[src/source/ppu_pkg.sv]
// Shared widths, special posit encodings and the opcode type, imported by every PPU module.
`default_nettype none

package ppu_pkg;

  // Posit word width, posit<8,0>.
  localparam int POSIT_N = 8;

  // Fraction with the hidden bit.
  // At most five stored fraction bits survive the sign and shortest regime.
  localparam int FRAC_W = 6;

  // Signed scale, regime value only since ES is zero.
  localparam int SCALE_W = 5;

  // Largest and smallest scale a posit<8,0> can encode.
  localparam int MAX_SCALE = 6;
  localparam int MIN_SCALE = -6;

  // Raw execute fraction.
  // Two integer bits on top, then fraction, guard and sticky positions.
  localparam int ACC_W = 16;

  // Bit index of the units position inside the raw fraction.
  localparam int ACC_POINT = ACC_W - 2;

  // One posit word.
  typedef logic [POSIT_N-1:0] posit_t;

  // Special encodings.
  localparam posit_t NAR_PATTERN    = 8'h80;
  localparam posit_t ZERO_PATTERN   = 8'h00;
  localparam posit_t MAXPOS_PATTERN = 8'h7F;
  localparam posit_t MINPOS_PATTERN = 8'h01;

  // Supported operations.
  // Code 2'b11 is unused.
  typedef enum logic [1:0] {
    OP_ADD = 2'b00,
    OP_SUB = 2'b01,
    OP_MUL = 2'b10
  } operation_e;

endpackage : ppu_pkg

`default_nettype wire

[src/source/ppu_decode.sv]
// Decode stage of the PPU; splits both operand posits into sign, scale and fraction and registers them.
`timescale 1ns/1ps
`default_nettype none

module ppu_decode
  import ppu_pkg::*;
(
  input  logic                      clk_i,
  input  logic                      rst_n_i,
  input  logic                      valid_i,
  input  operation_e                op_i,
  input  posit_t                    operand1_i,
  input  posit_t                    operand2_i,
  output logic                      valid_o,
  output operation_e                op_o,
  output logic                      a_sign_o,
  output logic signed [SCALE_W-1:0] a_scale_o,
  output logic [FRAC_W-1:0]         a_frac_o,
  output logic                      a_zero_o,
  output logic                      a_nar_o,
  output logic                      b_sign_o,
  output logic signed [SCALE_W-1:0] b_scale_o,
  output logic [FRAC_W-1:0]         b_frac_o,
  output logic                      b_zero_o,
  output logic                      b_nar_o
);

  // Returns {scale, fraction with hidden one} of a posit.
  function automatic logic [SCALE_W+FRAC_W-1:0] split_posit(input posit_t p);
    posit_t                    mag;
    logic [POSIT_N-2:0]        body;
    logic [POSIT_N-2:0]        rest;
    logic [3:0]                run;
    logic                      done;
    logic signed [SCALE_W-1:0] scale;
    logic [FRAC_W-1:0]         frac;
    mag  = p[POSIT_N-1] ? -p : p;
    body = mag[POSIT_N-2:0];
    run  = 4'd0;
    done = 1'b0;
    // Length of the regime run.
    for (int i = POSIT_N - 2; i >= 0; i--) begin
      if (!done && (body[i] == body[POSIT_N-2])) begin
        run = run + 4'd1;
      end else begin
        done = 1'b1;
      end
    end
    if (body[POSIT_N-2]) begin
      scale = SCALE_W'(run) - SCALE_W'(1);
    end else begin
      scale = -SCALE_W'(run);
    end
    // Drop the run and its terminator, the rest is the stored fraction.
    rest = body << (run + 4'd1);
    frac = {1'b1, rest[POSIT_N-2 -: FRAC_W-1]};
    return {scale, frac};
  endfunction

  logic [SCALE_W+FRAC_W-1:0] a_fields;
  logic [SCALE_W+FRAC_W-1:0] b_fields;

  assign a_fields = split_posit(operand1_i);
  assign b_fields = split_posit(operand2_i);

  always_ff @(posedge clk_i or negedge rst_n_i) begin
    if (!rst_n_i) begin
      valid_o <= 1'b0;
    end else begin
      valid_o <= valid_i;
    end
  end

  // Fields only load with a valid operation.
  always_ff @(posedge clk_i) begin
    if (valid_i) begin
      op_o      <= op_i;
      a_sign_o  <= operand1_i[POSIT_N-1];
      a_scale_o <= a_fields[SCALE_W+FRAC_W-1:FRAC_W];
      a_frac_o  <= a_fields[FRAC_W-1:0];
      a_zero_o  <= (operand1_i == ZERO_PATTERN);
      a_nar_o   <= (operand1_i == NAR_PATTERN);
      b_sign_o  <= operand2_i[POSIT_N-1];
      b_scale_o <= b_fields[SCALE_W+FRAC_W-1:FRAC_W];
      b_frac_o  <= b_fields[FRAC_W-1:0];
      b_zero_o  <= (operand2_i == ZERO_PATTERN);
      b_nar_o   <= (operand2_i == NAR_PATTERN);
    end
  end

  // A registered operation always carries a known opcode.
  op_defined_a : assert property (@(posedge clk_i) disable iff (!rst_n_i)
    valid_o |-> (op_o inside {OP_ADD, OP_SUB, OP_MUL}));

endmodule : ppu_decode

`default_nettype wire

[src/source/ppu_execute.sv]
// Execute stage of the PPU; exact add, subtract or multiply on decoded operands, raw result registered.
`timescale 1ns/1ps
`default_nettype none

module ppu_execute
  import ppu_pkg::*;
(
  input  logic                      clk_i,
  input  logic                      rst_n_i,
  input  logic                      valid_i,
  input  operation_e                op_i,
  input  logic                      a_sign_i,
  input  logic signed [SCALE_W-1:0] a_scale_i,
  input  logic [FRAC_W-1:0]         a_frac_i,
  input  logic                      a_zero_i,
  input  logic                      a_nar_i,
  input  logic                      b_sign_i,
  input  logic signed [SCALE_W-1:0] b_scale_i,
  input  logic [FRAC_W-1:0]         b_frac_i,
  input  logic                      b_zero_i,
  input  logic                      b_nar_i,
  output logic                      valid_o,
  output logic                      res_sign_o,
  output logic signed [SCALE_W-1:0] res_scale_o,
  output logic [ACC_W-1:0]          res_frac_o,
  output logic                      res_zero_o,
  output logic                      res_nar_o
);

  logic                      eff_b_sign;
  logic                      eff_sub;
  logic                      a_larger;
  logic signed [SCALE_W-1:0] scale_diff;
  logic [3:0]                shift_amt;
  logic [ACC_W-1:0]          a_wide;
  logic [ACC_W-1:0]          b_wide;
  logic [ACC_W-1:0]          big_wide;
  logic [ACC_W-1:0]          small_wide;
  logic [2*ACC_W-1:0]        small_ext;
  logic [ACC_W-1:0]          small_aligned;
  logic [ACC_W-1:0]          magnitude;
  logic [2*FRAC_W-1:0]       product;

  logic                      sign_d;
  logic signed [SCALE_W-1:0] scale_d;
  logic [ACC_W-1:0]          frac_d;
  logic                      zero_d;
  logic                      nar_d;

  // Subtract is add with b negated.
  assign eff_b_sign = b_sign_i ^ (op_i == OP_SUB);
  assign eff_sub    = a_sign_i ^ eff_b_sign;

  // Hidden bit lands on the units position.
  assign a_wide = {1'b0, a_frac_i, {(ACC_W-FRAC_W-1){1'b0}}};
  assign b_wide = {1'b0, b_frac_i, {(ACC_W-FRAC_W-1){1'b0}}};

  assign a_larger = (a_scale_i > b_scale_i) ||
                    ((a_scale_i == b_scale_i) && (a_frac_i >= b_frac_i));

  assign big_wide   = a_larger ? a_wide : b_wide;
  assign small_wide = a_larger ? b_wide : a_wide;
  assign scale_diff = a_larger ? (a_scale_i - b_scale_i) : (b_scale_i - a_scale_i);
  assign shift_amt  = scale_diff[3:0];

  // Bits shifted past the LSB fold into a sticky bit.
  assign small_ext     = {small_wide, {ACC_W{1'b0}}} >> shift_amt;
  assign small_aligned = small_ext[2*ACC_W-1 -: ACC_W] |
                         ACC_W'(|small_ext[ACC_W-1:0]);

  assign magnitude = eff_sub ? (big_wide - small_aligned) : (big_wide + small_aligned);

  assign product = a_frac_i * b_frac_i;

  always_comb begin
    nar_d   = a_nar_i | b_nar_i;
    sign_d  = a_sign_i;
    scale_d = a_scale_i;
    frac_d  = a_wide;
    zero_d  = 1'b0;
    if (op_i == OP_MUL) begin
      sign_d  = a_sign_i ^ b_sign_i;
      scale_d = a_scale_i + b_scale_i;
      frac_d  = {product, {(ACC_W-2*FRAC_W){1'b0}}};
      zero_d  = a_zero_i | b_zero_i;
    end else if (a_zero_i) begin
      // Zero plus b passes b through.
      sign_d  = eff_b_sign;
      scale_d = b_scale_i;
      frac_d  = b_wide;
      zero_d  = b_zero_i;
    end else if (!b_zero_i) begin
      // Sign follows the larger magnitude.
      sign_d  = a_larger ? a_sign_i : eff_b_sign;
      scale_d = a_larger ? a_scale_i : b_scale_i;
      frac_d  = magnitude;
      zero_d  = (magnitude == '0);
    end
    // NaR wins over everything.
    if (nar_d) begin
      zero_d = 1'b0;
    end
  end

  always_ff @(posedge clk_i or negedge rst_n_i) begin
    if (!rst_n_i) begin
      valid_o <= 1'b0;
    end else begin
      valid_o <= valid_i;
    end
  end

  always_ff @(posedge clk_i) begin
    if (valid_i) begin
      res_sign_o  <= sign_d;
      res_scale_o <= scale_d;
      res_frac_o  <= frac_d;
      res_zero_o  <= zero_d;
      res_nar_o   <= nar_d;
    end
  end

  // Zero and NaR are exclusive on a valid raw result.
  zero_nar_excl_a : assert property (@(posedge clk_i) disable iff (!rst_n_i)
    valid_o |-> !(res_zero_o && res_nar_o));

endmodule : ppu_execute

`default_nettype wire

[src/source/ppu_result.sv]
// Result stage of the PPU; normalizes and rounds the raw result, then encodes and registers the posit.
`timescale 1ns/1ps
`default_nettype none

module ppu_result
  import ppu_pkg::*;
(
  input  logic                      clk_i,
  input  logic                      rst_n_i,
  input  logic                      valid_i,
  input  logic                      res_sign_i,
  input  logic signed [SCALE_W-1:0] res_scale_i,
  input  logic [ACC_W-1:0]          res_frac_i,
  input  logic                      res_zero_i,
  input  logic                      res_nar_i,
  output logic                      valid_o,
  output posit_t                    result_o
);

  logic [4:0]                      lead;
  logic [ACC_W-1:0]                norm;
  logic signed [SCALE_W+1:0]       scale_n;
  logic [2:0]                      shift_amt;
  logic signed [ACC_W+POSIT_N-1:0] regime_vec;
  logic signed [ACC_W+POSIT_N-1:0] shifted;
  logic [POSIT_N-2:0]              body;
  logic                            guard;
  logic                            sticky;
  logic [POSIT_N-2:0]              body_rnd;
  posit_t                          magnitude;
  posit_t                          result_d;
  logic                            nar_q;

  // Leading one of the raw fraction.
  always_comb begin
    lead = '0;
    for (int i = 0; i < ACC_W; i++) begin
      if (res_frac_i[i]) begin
        lead = 5'(i);
      end
    end
  end

  assign norm    = res_frac_i << (5'(ACC_W - 1) - lead);
  assign scale_n = {{2{res_scale_i[SCALE_W-1]}}, res_scale_i} + $signed({2'b00, lead})
                   - (SCALE_W+2)'(ACC_POINT);

  // Regime run length minus one, either sign.
  assign shift_amt = scale_n[SCALE_W+1] ? ~scale_n[2:0] : scale_n[2:0];

  // Prefix 10 grows a ones run, 01 a zeros run.
  assign regime_vec = {~scale_n[SCALE_W+1], scale_n[SCALE_W+1], norm[ACC_W-2:0],
                       {(POSIT_N-1){1'b0}}};
  assign shifted    = regime_vec >>> shift_amt;

  assign body   = shifted[ACC_W+POSIT_N-1 -: POSIT_N-1];
  assign guard  = shifted[ACC_W];
  assign sticky = |shifted[ACC_W-1:0];

  // Nearest, ties to even.
  assign body_rnd = body + (POSIT_N-1)'(guard & (sticky | body[0]));

  always_comb begin
    if (scale_n >= MAX_SCALE) begin
      magnitude = MAXPOS_PATTERN;
    end else if (scale_n < MIN_SCALE) begin
      magnitude = MINPOS_PATTERN;
    end else begin
      magnitude = {1'b0, body_rnd};
    end
    if (res_nar_i) begin
      result_d = NAR_PATTERN;
    end else if (res_zero_i) begin
      result_d = ZERO_PATTERN;
    end else if (res_sign_i) begin
      result_d = -magnitude;
    end else begin
      result_d = magnitude;
    end
  end

  always_ff @(posedge clk_i or negedge rst_n_i) begin
    if (!rst_n_i) begin
      valid_o  <= 1'b0;
      result_o <= ZERO_PATTERN;
      nar_q    <= 1'b0;
    end else begin
      valid_o <= valid_i;
      if (valid_i) begin
        result_o <= result_d;
        nar_q    <= res_nar_i;
      end
    end
  end

  // Only a NaR operand may produce NaR.
  nar_only_from_nar_a : assert property (@(posedge clk_i) disable iff (!rst_n_i)
    (valid_o && !nar_q) |-> (result_o != NAR_PATTERN));

endmodule : ppu_result

`default_nettype wire

[src/source/ppu.sv]
// Top level of the posit<8,0> processing unit; three-stage pipeline from operands to posit result.
`timescale 1ns/1ps
`default_nettype none

module ppu
  import ppu_pkg::*;
(
  input  logic       clk_i,
  input  logic       rst_n_i,
  input  logic       in_valid_i,
  input  operation_e op_i,
  input  posit_t     operand1_i,
  input  posit_t     operand2_i,
  output posit_t     result_o,
  output logic       out_valid_o
);

  logic                      dec_valid;
  operation_e                dec_op;
  logic                      a_sign;
  logic signed [SCALE_W-1:0] a_scale;
  logic [FRAC_W-1:0]         a_frac;
  logic                      a_zero;
  logic                      a_nar;
  logic                      b_sign;
  logic signed [SCALE_W-1:0] b_scale;
  logic [FRAC_W-1:0]         b_frac;
  logic                      b_zero;
  logic                      b_nar;

  logic                      res_valid;
  logic                      res_sign;
  logic signed [SCALE_W-1:0] res_scale;
  logic [ACC_W-1:0]          res_frac;
  logic                      res_zero;
  logic                      res_nar;

  ppu_decode u_decode (
    .clk_i      (clk_i),
    .rst_n_i    (rst_n_i),
    .valid_i    (in_valid_i),
    .op_i       (op_i),
    .operand1_i (operand1_i),
    .operand2_i (operand2_i),
    .valid_o    (dec_valid),
    .op_o       (dec_op),
    .a_sign_o   (a_sign),
    .a_scale_o  (a_scale),
    .a_frac_o   (a_frac),
    .a_zero_o   (a_zero),
    .a_nar_o    (a_nar),
    .b_sign_o   (b_sign),
    .b_scale_o  (b_scale),
    .b_frac_o   (b_frac),
    .b_zero_o   (b_zero),
    .b_nar_o    (b_nar)
  );

  ppu_execute u_execute (
    .clk_i       (clk_i),
    .rst_n_i     (rst_n_i),
    .valid_i     (dec_valid),
    .op_i        (dec_op),
    .a_sign_i    (a_sign),
    .a_scale_i   (a_scale),
    .a_frac_i    (a_frac),
    .a_zero_i    (a_zero),
    .a_nar_i     (a_nar),
    .b_sign_i    (b_sign),
    .b_scale_i   (b_scale),
    .b_frac_i    (b_frac),
    .b_zero_i    (b_zero),
    .b_nar_i     (b_nar),
    .valid_o     (res_valid),
    .res_sign_o  (res_sign),
    .res_scale_o (res_scale),
    .res_frac_o  (res_frac),
    .res_zero_o  (res_zero),
    .res_nar_o   (res_nar)
  );

  ppu_result u_result (
    .clk_i       (clk_i),
    .rst_n_i     (rst_n_i),
    .valid_i     (res_valid),
    .res_sign_i  (res_sign),
    .res_scale_i (res_scale),
    .res_frac_i  (res_frac),
    .res_zero_i  (res_zero),
    .res_nar_i   (res_nar),
    .valid_o     (out_valid_o),
    .result_o    (result_o)
  );

endmodule : ppu

`default_nettype wire

[config.mk]
export PLATFORM = sky130hd
export DESIGN_NAME = ppu
export DESIGN_NICKNAME = d
export VERILOG_FILES = /design/src/source/ppu_pkg.sv /design/src/source/ppu_decode.sv /design/src/source/ppu_execute.sv /design/src/source/ppu_result.sv /design/src/source/ppu.sv
export SDC_FILE = /design/constraint.sdc
export NUM_CORES = 1
export LEC_CHECK = 0
export ABC_AREA = 1
export BUFFER_PORTS_ARGS = -buffer_cell sky130_fd_sc_hd__buf_2
export CORE_ASPECT_RATIO = 1.4
export CORE_UTILIZATION = 50
export CTS_CLUSTER_DIAMETER = 50
export CTS_CLUSTER_SIZE = 28
export DETAILED_ROUTE_END_ITERATION = 12
export PLACE_DENSITY = 0.76
export SLEW_MARGIN = 20
export SYNTH_ARGS = -nofsm -noshare
export SYNTH_HDL_FRONTEND = slang
export SYNTH_HIERARCHICAL = 1
export SYNTH_SLANG_ARGS = --single-unit
export TNS_END_PERCENT = 30
[constraint.sdc]
create_clock -name clk_i -period 8.4 [get_ports clk_i]
set_clock_uncertainty 0.05 [all_clocks]
set_input_delay 0.42 -clock clk_i [delete_from_list [all_inputs] [get_ports clk_i]]
set_output_delay 0.42 -clock clk_i [all_outputs]
set_load 0.1 [all_outputs]
==> results of run 1 <==
==> sequential cells by signal, summed over array words and instances, names as in the netlist, 2 cells and up <==
| register | flops |
|---|---|
| u_decode/b_frac_o | 5 |
| u_decode/b_scale_o | 5 |
| u_result/result_o | 8 |
| u_decode/a_scale_o | 5 |
| u_decode/op_o | 2 |
| u_execute/res_frac_o | 16 |
| u_decode/a_frac_o | 5 |
| u_execute/res_scale_o | 5 |
==> metal layers <==
metal,up-vias,routed length [um]
met5,-,0
met4,0,1150
met3,79,658
met2,214,11800
met1,4047,8540
li1,4482,-
==> per-stage QoR <==
step / cell area [um^2] / setup slack, ns / instances / utilization, % / hold slack [ns]
2_1_floorplan: 9210 / 3.47 / 1369 / - / 0.0744
3_3_place_gp: 9450 / 2.23 / 1609 / 52.5 / 0.249
3_5_place_dp: 9450 / 1.97 / 1609 / 52.5 / 0.254
4_1_cts: 9730 / 1.97 / 1626 / 54.1 / 0.196
5_1_grt: 9730 / 1.09 / 1626 / 54.1 / 0.195
6_report: 9730 / 1.90 / 1626 / 54.1 / 0.207
==> kinds of logic after synthesis <==
kind of cell	count (synthesis)	share of synthesized area, %
adders and majority gates	90	13.9
buffers and inverters	243	11.0
other	1	0.0407
xor gates and xnor gates	34	3.80
and+or+nand+nor	790	41.6
DFF	63	19.9
AOI/OAI and AO/OA	147	9.69
==> cell usage in the layout (no fill, tap or decap), types with 3 or more instances in the layout <==
master	count
inv_2	16
o21ai_2	6
a21oi_1	51
nand3b_1	7
o21bai_1	4
nand4_1	11
nand2_2	38
nand2_1	363
clkbuf_16	9
xnor2_1	10
clkinv_2	3
buf_2	29
o21ai_1	11
nand3_1	210
xor2_1	20
a22oi_1	5
nand4_2	4
o211ai_1	7
a21o_1	4
fa_1	21
edfxtp_1	52
dfrtp_1	11
nor2_4	6
ha_1	69
nand3_4	5
nor3_1	7
inv_1	194
nand3_2	18
nand2_4	17
nor2_2	10
o21ai_0	40
nor2_1	88
==> path summary, 6_finish.rpt <==
| check | endpoint | slack, ns | start | cells past startpoint |
|---|---|---|---|---|
| max | u_result/result_o[6] | 1.90 | u_execute/res_frac_o[15] | 36 |
| min | u_decode/op_o[1] | 0.21 | op_i[1] | 1 |
| max reg2reg | u_result/result_o[6] | 1.90 | u_execute/res_frac_o[15] | 36 |
| min reg2reg | u_result/valid_o | 0.36 | u_execute/valid_o | 0 |
| max in group asynchronous | u_result/result_o[5] | 7.63 | rst_n_i | 2 |
| min in group asynchronous | u_result/result_o[1] | 0.46 | rst_n_i | 2 |
==> worst max-delay path, delay by kind of cell, from the launching register on <==
family	cells	cell delay [ns]
buffers and inverters	9	1.55
flip-flops	1	0.37
AND/OR/NAND/NOR	21	2.26
AO/OA/AOI/OAI	2	0.92
adder cells (fa/ha/maj)	4	1.26
==> cells in the mapped netlist, types with 16 or more instances <==
cell type | count | area share [%]
nor2_1 | 88 | 3.6
nand3_1 | 210 | 11
nand2_2 | 38 | 2.6
fa_1 | 21 | 4.6
nand3_2 | 18 | 2.0
inv_2 | 16 | 0.65
edfxtp_1 | 52 | 17
xor2_1 | 20 | 1.9
ha_1 | 69 | 9.4
inv_1 | 194 | 7.9
nand2_1 | 363 | 15
o21ai_0 | 40 | 2.2
nand2_4 | 17 | 2.1
a21oi_1 | 51 | 2.8
==> what timing repair did <==
item,4_1_cts,5_1_grt
hold endpoints to repair,11,0
buffers inserted,0,0
hold buffers,1,0
==> final cells by class <==
| class | count | area, um^2 |
|---|---|---|
| fillers | 1840 | 8270 |
| inverters | 213 | 801 |
| repair buffers | 31 | 163 |
| well taps | 240 | 300 |
| multi-input cells | 1063 | 6360 |
| clock inverters | 5 | 33.8 |
| clock buffers | 11 | 233 |
| flip-flops and latches | 63 | 1840 |
==> impl_metrics.csv, run 1 <==
group,metric,value,unit
layout,syn_to_final_growth,5.65,%
sta,finalHoldViolCount,0,
logic_synthesis,synth-async-reset-ratio,17.5,%
job,max_cap_viol_count,0,
setup_path,required,8.58,ns
sta,worstMarginPinSlew,0.990,ns
detailed_routing,wirelength,22100,um
setup_path,arrival,6.68,ns
floorplanning,rows,58,
detailed_routing,vias,8822,
detailed_routing,drc_errors,0,
sta,tns,0,ns
clock_network,clockBufferDepth,2,
clock_network,cts_tree,"built",
global_route,grt_max_degree,30,
logic_synthesis,synth-seq-cells,63,
global_route,met2_usage,47.0,%
global_route,gr-usage-met3,3.24,%
layout,nNetsFinal,1492,
sta,maxSlewHeadroom,34.0,%
global_route,grt_pass1_vias,8349,
floorplanning,start_util,51.2,%
detailed_routing,drtIter0Drc,459,
detailed_routing,wl_per_cell,13.6,um
setup_path,cp_common_cell,"nand2_1",
sta,setup_viol,0,
sta,slew_viol_final,0,
logic_synthesis,synth-edff-count,52,
floorplanning,die_width,117,um
logic_synthesis,synth.avg_cell_area,6.73,um^2
detailed_routing,viasPerCell,5.43,
clock_network,cts.sinks,63,
placement,port_buffers,29,
floorplanning,die_h,163,um
global_route,gr-max-usage-layer,"met2",
setup_path,setup.worst_path.end_class,"flip-flop",
global_route,antenna_found_initial,0,
placement,dp.final_hpwl,17800,um
sta,rsz0062_at_grt,"no",
logic_synthesis,synthCells,1368,
clock_network,clk_latency,0.34,ns
layout,antenna_cells,0,
setup_path,critPathLaunchType,"flip-flop",
outcome,status,"finished, final reports clean",
clock_network,htreeDepth,3,
logic_synthesis,synth_cell_types,59,
placement,place_congestion,0.936,
detailed_routing,dr.pass1.iters,5,
floorplanning,core,18000,um^2
clock_network,post_cts_resized,0,
global_route,grt.overflow.total,0,
global_route,grt_pass1_wl,36900,um
setup_path,worstSetupPathType,"reg2reg",
floorplanning,dieArea,19000,um^2
logic_synthesis,netlist_area,9210,um^2
clock_network,clkTransAtPathRegs,0.05,ns
setup_path,slowest_stage,"clkinv_1",
global_route,grt_usage,24.6,%
clock_network,cts_root_buffer,"clkbuf_16",
worst_hold_path,hold_path.class,"in2reg",
logic_synthesis,yosys_warnings,6,
setup_path,crit_path_max_fanout,18,
sta,timing.final.crit_share,77.4,%
sta,clock.fmax,154,MHz
sta,finalWorstPathRequiredPeriod,6.50,ns
logic_synthesis,synth_flop_cell,"edfxtp_1",
logic_synthesis,synth_seq_area_share,19.9,%
global_route,grt_util_met1,25.0,%
detailed_routing,drtAntennaViolNets,0,
layout,layout-drive-gt1-share,12.7,%
clock_network,cts_buffers,9,
floorplanning,ios,30,
setup_path,slowest_delay,0.73,ns
Power of run 1 is left out: the tool's default activity adds up to more than one toggle a clock period on the data nets, which glitch-free logic cannot reach.
==> run 2, diff against run 1 <==
Settings changed: PLACE_DENSITY 0.76 to 0.79.
Clock period 8.4 ns to 5.4 ns, I/O delays scaled along.
==> impl_metrics.csv, run 2 (same netlist as run 1, synthesis figures left out) <==
group,metric,value,unit
detailed_routing,drc_errors,0,
setup_path,crit_path_max_fanout,9,
layout,layout-drive-gt1-share,16.9,%
floorplanning,start_util,51.2,%
setup_path,required,5.39,ns
sta,setup_viol,0,
sta,slew_viol_final,0,
floorplanning,die_h,163,um
layout,fillCellCount,1728,
setup_path,slowest_delay,0.48,ns
sta,maxSlewHeadroom,34.7,%
clock_network,cts_root_buffer,"clkbuf_16",
setup_path,setup.worst_path.end_class,"flip-flop",
worst_hold_path,hold_path_end,"u_decode/op_o[1]",
setup_path,cpLargestDelayFamily,"simple AND/OR/NAND/NOR gates",
layout,syn_to_final_growth,10.4,%
worst_hold_path,hold_depth,1,
floorplanning,rows,58,
sta,clock.fmax,197,MHz
worst_hold_path,hold_path.class,"in2reg",
setup_path,worstSetupPathType,"reg2reg",
detailed_routing,wirelength,23100,um
layout,multiInputGateArea,6530,um^2
layout,largest_reg_flops,16,
detailed_routing,vias,9144,
setup_path,r2r_slack,0.33,ns
detailed_routing,dr.pass1.iters,5,
clock_network,clkTransAtPathRegs,0.06,ns
layout,nNetsFinal,1528,
setup_path,reg2reg_to,"u_execute/res_frac_o[14]",
detailed_routing,viasPerCell,5.50,
floorplanning,die_width,117,um
sta,whs,0.0525,ns
setup_path,arrival,5.06,ns
clock_network,cts_buffers,9,
layout,biggestRegsByFlops,"u_execute/res_frac_o: 16 flops, u_result/result_o: 8 flops",
clock_network,htreeDepth,3,
job,max_cap_viol_count,0,
sta,tns,0,ns
floorplanning,core,18000,um^2
placement,port_buffers,29,
detailed_routing,drtAntennaViolNets,0,
global_route,antenna_found_initial,1,
global_route,grt_pass1_vias,8588,
layout,antenna_cells,0,
setup_path,crit_buf_inv,4,
floorplanning,dieArea,19000,um^2
sta,worstMarginPinSlew,0.979,ns
layout,final_common_cell,"nand2_1",
placement,dp.final_hpwl,18300,um
floorplanning,ios,30,
global_route,grt_pass1_wl,37800,um
setup_path,r2r-start,"u_decode/a_scale_o[0]",
layout,fin_cells,1662,
placement,place_congestion,0.954,
sta,finalWorstPathRequiredPeriod,5.07,ns
global_route,grt.overflow.total,0,
setup_path,slowest_stage,"ha_1",
outcome,status,"finished, final reports clean",
detailed_routing,wl_per_cell,13.9,um
clock_network,cts_tree,"built",
setup_path,critPathLaunchType,"flip-flop",
worst_hold_path,min_from,"op_i[1]",
clock_network,clk_latency,0.34,ns
layout,final_cell_area,10200,um^2
detailed_routing,drtIter0Drc,727,
clock_network,cts.sinks,63,
placement,place_area,9620,um^2
sta,timing.final.crit_share,93.9,%
clock_network,clockBufferDepth,2,
placement,placed_cells,1631,
layout,final-seq-area,1840,um^2
layout,most-common-layout-cells,"362 x nand2_1, 203 x nand3_1, 189 x inv_1",
setup_path,rr_worst_depth,28,
sta,finalHoldViolCount,0,
global_route,grt_usage,25.0,%
layout,regMostFlops,"u_execute/res_frac_o",
global_route,grt_max_degree,30,
-- run 2: worst max path at each step --
stage | from | end | slack [ns] | cells past startpoint
floorplan | u_execute/res_frac_o[14] | u_result/result_o[6] | 0.47 | 37
global placement | u_decode/a_scale_o[1] | u_execute/res_frac_o[14] | 0.17 | 32
detailed placement | u_decode/a_scale_o[1] | u_execute/res_frac_o[14] | 0.03 | 32
CTS | u_decode/a_scale_o[1] | u_execute/res_frac_o[14] | 0.004 | 33
global route | u_decode/a_scale_o[0] | u_execute/res_frac_o[14] | -0.09 | 31
finish | u_decode/a_scale_o[0] | u_execute/res_frac_o[14] | 0.33 | 28
-- run 2: what timing repair did --
action	in CTS	in global routing
setup buffers	0	13
cloned	0	1
gates resized for setup	1	32
hold endpoints to repair	11	0
pin swaps	0	9
hold buffers	1	0
endpoints found under the setup margin	1	12
-- run 2: layer usage --
layer	global-route usage, %	vias up	part of all wire, %
met4	12.8	2	5.1
met1	25.6	4199	37
met5	0	-	0.035
li1	-	4559	-
met2	48.5	295	55
met3	2.83	89	3.4
-- run 2: layout make-up --
cell class	instances	share of cell area, %
Inverter	213	7.88
Clock buffer	11	2.29
Clock inverter	5	0.345
Tap cell	240	2.95
Timing Repair Buffer	66	4.19
Sequential cell	63	18.1
Multi-Input combinational cell	1064	64.3
-- run 2: through the flow --
stage,worst slack (ns),util (%)
floorplan,0.466,-
global placement,0.174,53.4
detailed placement,0.0286,53.4
CTS,0.00417,55.0
global route,-0.0903,56.5
finish,0.332,56.5
Power of run 2 is left out for the same reason.
==> run 3, diff against run 2 <==
Settings changed: CORE_MARGIN set to 8, HOLD_SLACK_MARGIN set to 0.1.
Clock period 5.4 ns to 4.4 ns, I/O delays scaled along.
==> impl_metrics.csv, run 3 (same netlist as run 1, synthesis figures left out) <==
group,metric,value,unit
clock_network,cts_buffers,9,
clock_network,clockBufferDepth,2,
worst_hold_path,hold_depth,1,
sta,timing.final.crit_share,110,%
setup_path,startpoint,"u_decode/a_scale_o[2]",
clock_network,cts.sinks,63,
setup_path,slowest_stage,"edfxtp_1",
setup_path,reg2reg_to,"u_execute/res_frac_o[14]",
clock_network,clkTransAtPathRegs,0.06,ns
layout,largest_reg_flops,16,
clock_network,htreeDepth,3,
setup_path,r2r-start,"u_decode/a_scale_o[2]",
sta,slew_viol_final,0,
detailed_routing,drc_errors,0,
layout,layout-drive-gt1-share,29.4,%
layout,fin_cells,1803,
sta,setup_viol,8,
clock_network,cts_root_buffer,"clkbuf_16",
floorplanning,dieArea,23100,um^2
clock_network,cts_tree,"built",
global_route,grt_pass1_wl,43400,um
sta,finalWorstPathRequiredPeriod,4.82,ns
placement,port_buffers,29,
setup_path,required,4.39,ns
setup_path,worstSetupEndpoint,"u_execute/res_frac_o[14]",
placement,placed_cells,1754,
setup_path,critPathLaunchType,"flip-flop",
layout,nNetsFinal,1669,
setup_path,cp_common_cell,"nand2_2",
layout,final_util,65.3,%
detailed_routing,dr.pass1.iters,6,
sta,finalWorstSetupSlack,-0.424,ns
setup_path,worstSetupPathType,"reg2reg",
sta,tns,-1.84,ns
sta,rsz0062_at_grt,"yes",
floorplanning,ios,30,
setup_path,rr_worst_depth,32,
placement,dp.final_hpwl,19800,um
sta,finalHoldViolCount,0,
worst_hold_path,hold_path.class,"in2reg",
floorplanning,start_util,51.2,%
detailed_routing,drtIter0Drc,597,
detailed_routing,drtAntennaViolNets,0,
detailed_routing,vias,9874,
floorplanning,die_width,131,um
outcome,violations,"negative setup slack",
layout,antenna_cells,0,
layout,final_common_cell,"nand2_1",
setup_path,slowest_delay,0.45,ns
global_route,grt_max_degree,30,
sta,whs,0.222,ns
outcome,status,"finished with violations",
setup_path,setup.worst_path.end_class,"flip-flop",
setup_path,r2r_slack,-0.42,ns
detailed_routing,viasPerCell,5.48,
job,max_cap_viol_count,0,
sta,maxSlewHeadroom,28.2,%
floorplanning,die_h,177,um
layout,most-common-layout-cells,"340 x nand2_1, 180 x inv_1, 177 x nand3_1",
sta,clock.fmax,207,MHz
global_route,grt.overflow.total,0,
detailed_routing,wirelength,26400,um
layout,regMostFlops,"u_execute/res_frac_o",
floorplanning,rows,58,
setup_path,arrival,4.81,ns
floorplanning,core,18000,um^2
global_route,grt_usage,23.0,%
layout,syn_to_final_growth,27.5,%
setup_path,crit_path_max_fanout,7,
sta,worstMarginPinSlew,1.08,ns
clock_network,clk_latency,0.34,ns
layout,biggestRegsByFlops,"u_execute/res_frac_o: 16 flops, u_result/result_o: 8 flops",
placement,place_congestion,0.964,
global_route,grt_pass1_vias,9870,
global_route,antenna_found_initial,0,
detailed_routing,wl_per_cell,14.6,um
-- run 3: metrics by stage --
step,setup slack [ns],instance area [um^2]
2_1_floorplan,-0.177,9300
3_3_place_gp,-0.202,10600
3_5_place_dp,-0.286,10600
4_1_cts,-0.184,11400
5_1_grt,-0.727,11700
6_report,-0.424,11700
-- run 3: what timing repair did --
action,4_1_cts,5_1_grt
hold buffers,3,0
buffers inserted,17,10
endpoints found under the hold margin,13,0
setup endpoints to repair,12,16
gates cloned,2,1
gates resized for setup,71,60
pin swaps,16,24
-- run 3: worst max-delay path: cells and delay by family, from the launching register on --
family / cells / cell delay [ns]
simple gates: 18 / 1.79
compound gates: 7 / 1.27
fa+ha+maj: 3 / 0.53
flops: 1 / 0.45
buf+inv: 3 / 0.27
xor+xnor: 1 / 0.14
-- run 3: worst min-delay path by stage --
| stage | from | slack [ns] | to |
|---|---|---|---|
| floorplan | rst_n_i | -0.13 | u_decode/valid_o |
| global placement | rst_n_i | 0.04 | u_result/result_o[1] |
| detailed placement | rst_n_i | 0.05 | u_result/valid_o |
| CTS | operand1_i[7] | 0.22 | u_decode/a_sign_o |
| global route | operand2_i[7] | 0.22 | u_decode/b_sign_o |
| finish | operand2_i[7] | 0.22 | u_decode/b_sign_o |
-- run 3: layer usage --
layer	track usage, %	vias to the layer above	part of all wire, %
met3	2.75	120	3.5
met5	0	-	0
met2	44.5	330	54
met4	14.3	0	6.2
met1	22.3	4567	36
li1	-	4857	-
-- run 3: layout make-up --
type                            instances  area [um^2]
Clock buffer                           14          275
Clock inverter                          2         15.0
Fill cell                            1571         6250
Inverter                              213          807
Multi-Input combinational cell       1065         7000
Sequential cell                        63         1840
Tap cell                              240          300
Timing Repair Buffer                  206         1510
Power of run 3 is left out for the same reason.
